`config.mk`:
```
export PLATFORM = sky130hd
export DESIGN_NAME = obi_req_fifo
export DESIGN_NICKNAME = d
export VERILOG_FILES = /design/src/hw/obi_pkg.sv /design/src/hw/pma_pkg.sv /design/src/hw/obi_req_fifo.sv
export SDC_FILE = /design/constraint.sdc
export NUM_CORES = 1
export LEC_CHECK = 0
export BUFFER_PORTS_ARGS = -buffer_cell sky130_fd_sc_hd__buf_2
export CAP_MARGIN = 40
export CORE_ASPECT_RATIO = 0.75
export CORE_MARGIN = 2
export CORE_UTILIZATION = 50
export CTS_BUF_LIST = sky130_fd_sc_hd__clkbuf_4
export DETAILED_ROUTE_END_ITERATION = 8
export PLACE_DENSITY = 0.83
export SYNTH_ARGS = -nofsm -noshare
export SYNTH_HDL_FRONTEND = slang
export SYNTH_SLANG_ARGS = --single-unit
```
`constraint.sdc`:
```
create_clock -name clk_i -period 5.3 [get_ports clk_i]
set_clock_uncertainty 0.1 [all_clocks]
set_input_delay 0.53 -clock clk_i [delete_from_list [all_inputs] [get_ports clk_i]]
set_output_delay 0.53 -clock clk_i [all_outputs]
set_load 0.005 [all_outputs]
```
`src/hw/obi_pkg.sv`:
```
/*
 * OBI data bus types
 * Address-phase request and response-phase payloads of the data port.
 * The req/gnt and rvalid strobes travel beside these structs.
 */

package obi_pkg;

    // ------------------------------------------------------------
    // Bus widths
    // ------------------------------------------------------------

    localparam int unsigned OBI_ADDR_WIDTH = 32;
    localparam int unsigned OBI_DATA_WIDTH = 32;

    // One byte enable per data byte
    localparam int unsigned OBI_BE_WIDTH = OBI_DATA_WIDTH / 8;

    // ------------------------------------------------------------
    // Address phase
    // ------------------------------------------------------------

    // Held stable by the master until granted
    typedef struct packed {
        logic [OBI_ADDR_WIDTH-1:0] addr;
        logic                      we;
        logic [OBI_BE_WIDTH-1:0]   be;
        logic [OBI_DATA_WIDTH-1:0] wdata;
    } obi_req_t;

    // ------------------------------------------------------------
    // Response phase
    // ------------------------------------------------------------

    // Valid only while rvalid is high, no back-pressure
    typedef struct packed {
        logic [OBI_DATA_WIDTH-1:0] rdata;
        logic                      err;
    } obi_rsp_t;

endpackage

```
`src/hw/pma_pkg.sv`:
```
/*
 * Physical memory attribute types
 * Region descriptor, default region and the request tagged by the checker.
 */

package pma_pkg;

    // ------------------------------------------------------------
    // Region descriptor
    // ------------------------------------------------------------

    // Bounds are word addresses, high bound exclusive
    typedef struct packed {
        logic [31:0] word_addr_low;
        logic [31:0] word_addr_high;
        logic        main;
    } pma_cfg_t;

    // Main memory over the whole word space
    localparam pma_cfg_t PMA_R_DEFAULT = '{
        word_addr_low  : 32'h0000_0000,
        word_addr_high : 32'hFFFF_FFFF,
        main           : 1'b1
    };

    // ------------------------------------------------------------
    // Checked request
    // ------------------------------------------------------------

    // Bus request plus the outcome of the region lookup
    typedef struct packed {
        obi_pkg::obi_req_t req;
        logic              fault;
    } pma_req_t;

    // ------------------------------------------------------------
    // Helpers
    // ------------------------------------------------------------

    // Range test of one region, attribute not considered here
    function automatic logic pma_in_region(pma_cfg_t cfg, logic [31:0] word_addr);
        return (word_addr >= cfg.word_addr_low) && (word_addr < cfg.word_addr_high);
    endfunction

endpackage

```
`src/hw/obi_req_fifo.sv`:
```
/*
 * Checked request queue
 * Circular buffer holding accepted requests in order until the RAM
 * takes them. Full level backs up into the grant.
 */

`timescale 1ns/1ps

module obi_req_fifo #(
    parameter int FIFO_DEPTH = 4
) (
    input  logic              clk_i,
    input  logic              rst_n_i,

    // Write side, from the checker
    input  logic              push_i,
    input  pma_pkg::pma_req_t push_data_i,
    output logic              full_o,

    // Read side, to the RAM
    input  logic              pop_i,
    output logic              valid_o,
    output pma_pkg::pma_req_t head_o
);

    import pma_pkg::*;

    localparam int PTR_W = $clog2(FIFO_DEPTH);
    localparam int CNT_W = PTR_W + 1;

    localparam logic [CNT_W-1:0] FULL_COUNT = CNT_W'(FIFO_DEPTH);

    // Storage, no reset on payload
    pma_req_t         entries [FIFO_DEPTH];

    logic [PTR_W-1:0] wr_ptr;
    logic [PTR_W-1:0] rd_ptr;
    logic [CNT_W-1:0] count;

    logic             do_push;
    logic             do_pop;

    // ------------------------------------------------------------
    // Level and strobes
    // ------------------------------------------------------------

    assign full_o  = (count == FULL_COUNT);
    assign valid_o = (count != '0);

    assign do_pop  = pop_i && valid_o;

    // A pop on the same edge frees the slot for a push when full
    assign do_push = push_i && (!full_o || do_pop);

    assign head_o  = entries[rd_ptr];

    // ------------------------------------------------------------
    // Pointers and count
    // ------------------------------------------------------------

    always_ff @(posedge clk_i) begin
        if (!rst_n_i) begin
            wr_ptr <= '0;
            rd_ptr <= '0;
            count  <= '0;
        end else begin
            // Depth is a power of two, pointers wrap by themselves
            if (do_push) begin
                wr_ptr <= wr_ptr + 1'b1;
            end
            if (do_pop) begin
                rd_ptr <= rd_ptr + 1'b1;
            end
            // Simultaneous push and pop leaves the count alone
            if (do_push && !do_pop) begin
                count <= count + 1'b1;
            end else if (do_pop && !do_push) begin
                count <= count - 1'b1;
            end
        end
    end

    // Entry write
    always_ff @(posedge clk_i) begin
        if (do_push) begin
            entries[wr_ptr] <= push_data_i;
        end
    end

endmodule

```
* After elaboration in Yosys (flattened, before gate mapping)
Memory sizes are Yosys's and may differ from the RTL's. A register that Yosys moved wholly into a read port is not among the register bits.
Cells that the tools add are included.
** Word-level totals
- Input port bits :: 74
- Bits in writable memories :: 280
- Memories kept :: 1
- Register bits :: 7
- Logic and storage cells :: 25
- Output and inout port bits :: 72
** Memory list
- entries :: words 4, bits a word 70, read ports 1, clocked after Yosys merged registers in 1, write ports 1, RTL line obi_req_fifo.sv:34 : pma_req_t entries [FIFO_DEPTH];
** Operators by class
- Equal/unequal tests :: 1
- Reduce and logical (&&, ||, !) cells :: 10
- Add/subtract/negate cells :: 4
- Muxes and demuxes :: 6
** Operator list (count)
- $mux 3 :: 2
- $add 2x1->2 const B :: 2
- $logic_and 1x1->1 :: 4
- $mux 2 :: 2
- $add 3x1->3 const B :: 1
- $eq 3x3->1 const B :: 1
- $logic_not 1->1 :: 3
- $reduce_bool 3->1 :: 1
- $sub 3x1->3 const B :: 1
- $mux 1 :: 2
- $reduce_bool 2->1 :: 1
- $logic_or 1x1->1 :: 1

* Depth between registers and ports, before layout
- Word-level depth :: 8
- Depth in mapped cells :: 8
- Gate-level depth less buffers :: 8

* Worst setup path before layout
No wires, ideal clock.
- Path type :: reg-to-reg
- Start point :: register count[0]
- End point :: memory entries[0][0] (netlist name) (enable)
- Period minus slack after synthesis :: 3.057 ns
- Path slack :: 2.243 ns
- Buffers on the path :: 0
- Required time :: 4.764 ns
- Library setup time :: 0.436 ns
- Cell stages (with the launch flop) :: 4
- Arrival time :: 2.521 ns
- Cells stage by stage :: dfxtp_1 > nor3b_4 > a21boi_4 > and2_1
** On the way
- Longest elaborated chain between the ends :: 6
- Elaborated cells on any way between the ends :: 8
- Classes of those cells :: 1 x eq/ne; 2 x mux; 5 x reduce/logical
** Ends and longest elaborated chain
- start: declaration :: RTL line obi_req_fifo.sv:38 : logic [CNT_W-1:0] count;
- start signal: assignment :: RTL line obi_req_fifo.sv:76 : count <= count + 1'b1;
- start signal: assignment :: RTL line obi_req_fifo.sv:78 : count <= count - 1'b1;
- $eq 3x3->1 :: RTL line obi_req_fifo.sv:47 : assign full_o = (count == FULL_COUNT);
- named net full_o :: RTL line obi_req_fifo.sv:18 : output logic full_o,
- $logic_not 1->1 :: RTL line obi_req_fifo.sv:53 : assign do_push = push_i && (!full_o || do_pop);
- $logic_or 1x1->1 :: RTL line obi_req_fifo.sv:53
- $logic_and 1x1->1 :: RTL line obi_req_fifo.sv:53
- named net do_push :: RTL line obi_req_fifo.sv:40 : logic do_push;
- $mux 1 :: RTL line obi_req_fifo.sv:85 : if (do_push) begin
- $mux 1 (not written as such) :: RTL line obi_req_fifo.sv:86 : entries[wr_ptr] <= push_data_i;
- end: declaration :: RTL line obi_req_fifo.sv:34
The timed path passes the listed nets, and every way through them passes these cells.

==> impl_results.md <==
* Status: complete, no violations
* CTS Sinks at 289
* Filler cell count at 1,450
* CTS Buf Count at 69
* GP Congestion at 0.7418
* Drt initial violations at 425
* CTS tree: done
* CP arrival at 2310 ps
* Initial antenna violation count at 0
* DIE HEIGHT at 130.6 um
* Setup WS post-layout at 2356 ps
* Max cap viols at 0
* Crit path to: head_o[67]
* Worst min path class: primary input to flop
* Root Buffer: clkbuf_4
* Vias in the first global route at 5,773
* Post-synthesis cell area at 10,690 um2
* DRC at 0
* Syn nets at 494
* Element type at the critical path start: flop
* Max-slew headroom at 67.78%
* IO Count at 146
* CP peak stage delay at 600 ps
* Largest net degree at the start of global routing at 47
* Final Power at 5.792 mW
* Global-route wire length before repair at 30,810 um
* Yosys top cell area share at 78.63%
* Routed wire length at 19,680 um
* Synth area leaders: edfxtp_1 (79%), mux4_2 (15%), dfxtp_1 (1.7%)
* Post-Layout Cell Count at 1,023
* Final Slew Violations at 0
* Number of H-tree levels at 3
* Diode count at 0
* Syn Area/Cell at 25.83 um2
* Reg clk slew, reported paths at 70 ps
* Distinct cells, synth at 23
* Crit-path slowest cell: mux4_2
* Later-pin clock latency in the skew report at 630 ps
* DRT antenna net count at 0
* Final TNS setup at 0 ps
* Post-DP HPWL at 11,440 um
* Crit-path leading delay family: multiplexers
* Maximum clock insertion buffer count at 3
* Crit-path max FO at 22
* Pre-CTS setup slack at 2816 ps
* Peak supply drop at 291.7 uV
* Worst r2r src: count[0]
* RSZ-0062 raised after global routing: false
* Fin crit share at 55.55%
* Commonest non-fill, non-tap cell in the layout: edfxtp_1
* Stages on worst setup path at 3
* # Post-CTS Setup Buffers at 0
* Total track usage at 17.95%
* Drt pass-1 iters at 4
* Core box area at 21,070 um2
* DR vias at 5,306
* Critical path required time at 4670 ps
* Placed Cells incl. Taps at 837
* Vias per cell at 5.187
* Setup violators final at 0
* Initial Util at 50.76%
* Final min period at 2944 ps
* RR Endpoint: count[2]
* Cts hold-fix bufs at 65
* Grt total ovfl at 0
* Die width at 172.9 um
* Synth warn at 0
* Cells after Synth at 414
* Layout cell share with drive strength beyond 1 at 46.67%
* Min Hold Slack at 87.57 ps
* Critical path type: flop to primary output
* Seq/Total Area, Yosys at 80.32%
* Final hold vios at 0
* Number of buffers added on ports at 145
* R2R depth at 8
* Flops & latches, synth at 289
* Die area at 22,580 um2
* Rows at 46
* PD cells at 434.8 nW/um2
* Register-to-register setup slack at 2870 ps
* Net count of the finished layout at 767
* Worst-Margin Slew at 483.2 ps
* Fmax at 339.7 MHz
* Highest-count cells in the layout ignoring fill and taps: edfxtp_1 (280), buf_2 (145), clkbuf_4 (103), mux4_2 (70), dlygate4sd3_1 (67)
* Leakage at 4.613 nW
* Worst-path cell chain: buf_4 > mux4_2 > buf_2
* Worst path bufs/invs at 2
* CP endpoint kind: primary output
* Cell taking the most area after synthesis: edfxtp_1
* PostCTS Resize Cnt at 0
* Syn-to-layout area delta at 24.56%
* Wirelength per Cell at 19.23 um
[flip-flops by register name, indices dropped and copies added (netlist names), named ones only]
signal / count
rd_ptr: 2
entries: 280
wr_ptr: 2
count: 3
[how the worst min path moves through the flow]
stage,from,slack [ps],cells past startpoint,end
2_1_floorplan,wr_ptr[1],370,2,wr_ptr[1]
3_3_place_gp,wr_ptr[1],380,2,wr_ptr[1]
3_5_place_dp,wr_ptr[1],400,2,wr_ptr[1]
4_1_cts,push_data_i[42],1,1,entries[3][42]
5_1_grt,push_data_i[2],9,1,entries[3][2]
6_report,push_data_i[2],90,1,entries[3][2]
[worst reg2reg max path, cell delays in order, from the launching register on]
cell	delay [ps]
dfxtp_1	570
nor3b_4	90
a21boi_4	290
ha_1	240
inv_1	60
fa_1	370
xor2_1	180
or3_1	300
a21boi_0	160
[synth_stat cells]
library cell and number:
and2_1 8, nor3b_4 1, o21ai_0 1, xor2_1 1, nand2_1 4, dfxtp_1 9
fa_1 1, mux2i_1 3, inv_1 4, o311ai_2 1, buf_6 1, buf_12 7
xnor2_1 3, o31ai_4 1, a21boi_0 1, buf_2 7, nor2b_1 1, mux4_2 70
or3_1 2, a21boi_4 1, buf_1 2, ha_1 5, edfxtp_1 280
[where the power goes]
| group | internal, mW | switching, mW |
|---|---|---|
| logic | 0.670 | 0.545 |
| registers | 2.72 | 0.103 |
| clock network | 0.940 | 0.818 |
| total | 4.33 | 1.47 |
[per-stage QoR]
stage	utilization (%)	instance area, um2
floorplan	-	10690
global placement	55.11	11610
detailed placement	55.90	11780
CTS	63.13	13300
global route	63.23	13320
finish	63.23	13320
[area by class of cell]
type	count	area (um2)	share of cell area, %
sequential	289	8596	64.54
multi-input combinational	104	1906	14.31
tap	288	360.3	2.706
inverter	4	15.01	0.1127
clock inverter	16	100.1	0.7515
clock buffer	103	773.2	5.806
timing repair buffer	219	1569	11.78
[kinds of logic after synthesis]
logic type      after synthesis  share of synthesized area, %
flops                       289                         80.32
mux                          73                         15.02
buf+inv                      21                         1.954
simple gates                 16                        0.9595
fa+ha+maj                     6                        0.7723
compound gates                5                        0.6436
xor+xnor                      4                        0.3277
[layer usage]
metal  share of wire (%)  GRT usage, %  vias up  wire length [um]
li1                    -             -     2357                 -
met1                  43         24.00     2718              8508
met2                  48         28.56      194              9534
met3                 6.7         5.324       37              1325
met4                 1.6         6.780        0               308
met5                   0             0        -                 0
(Power assumes the default switching activity.)
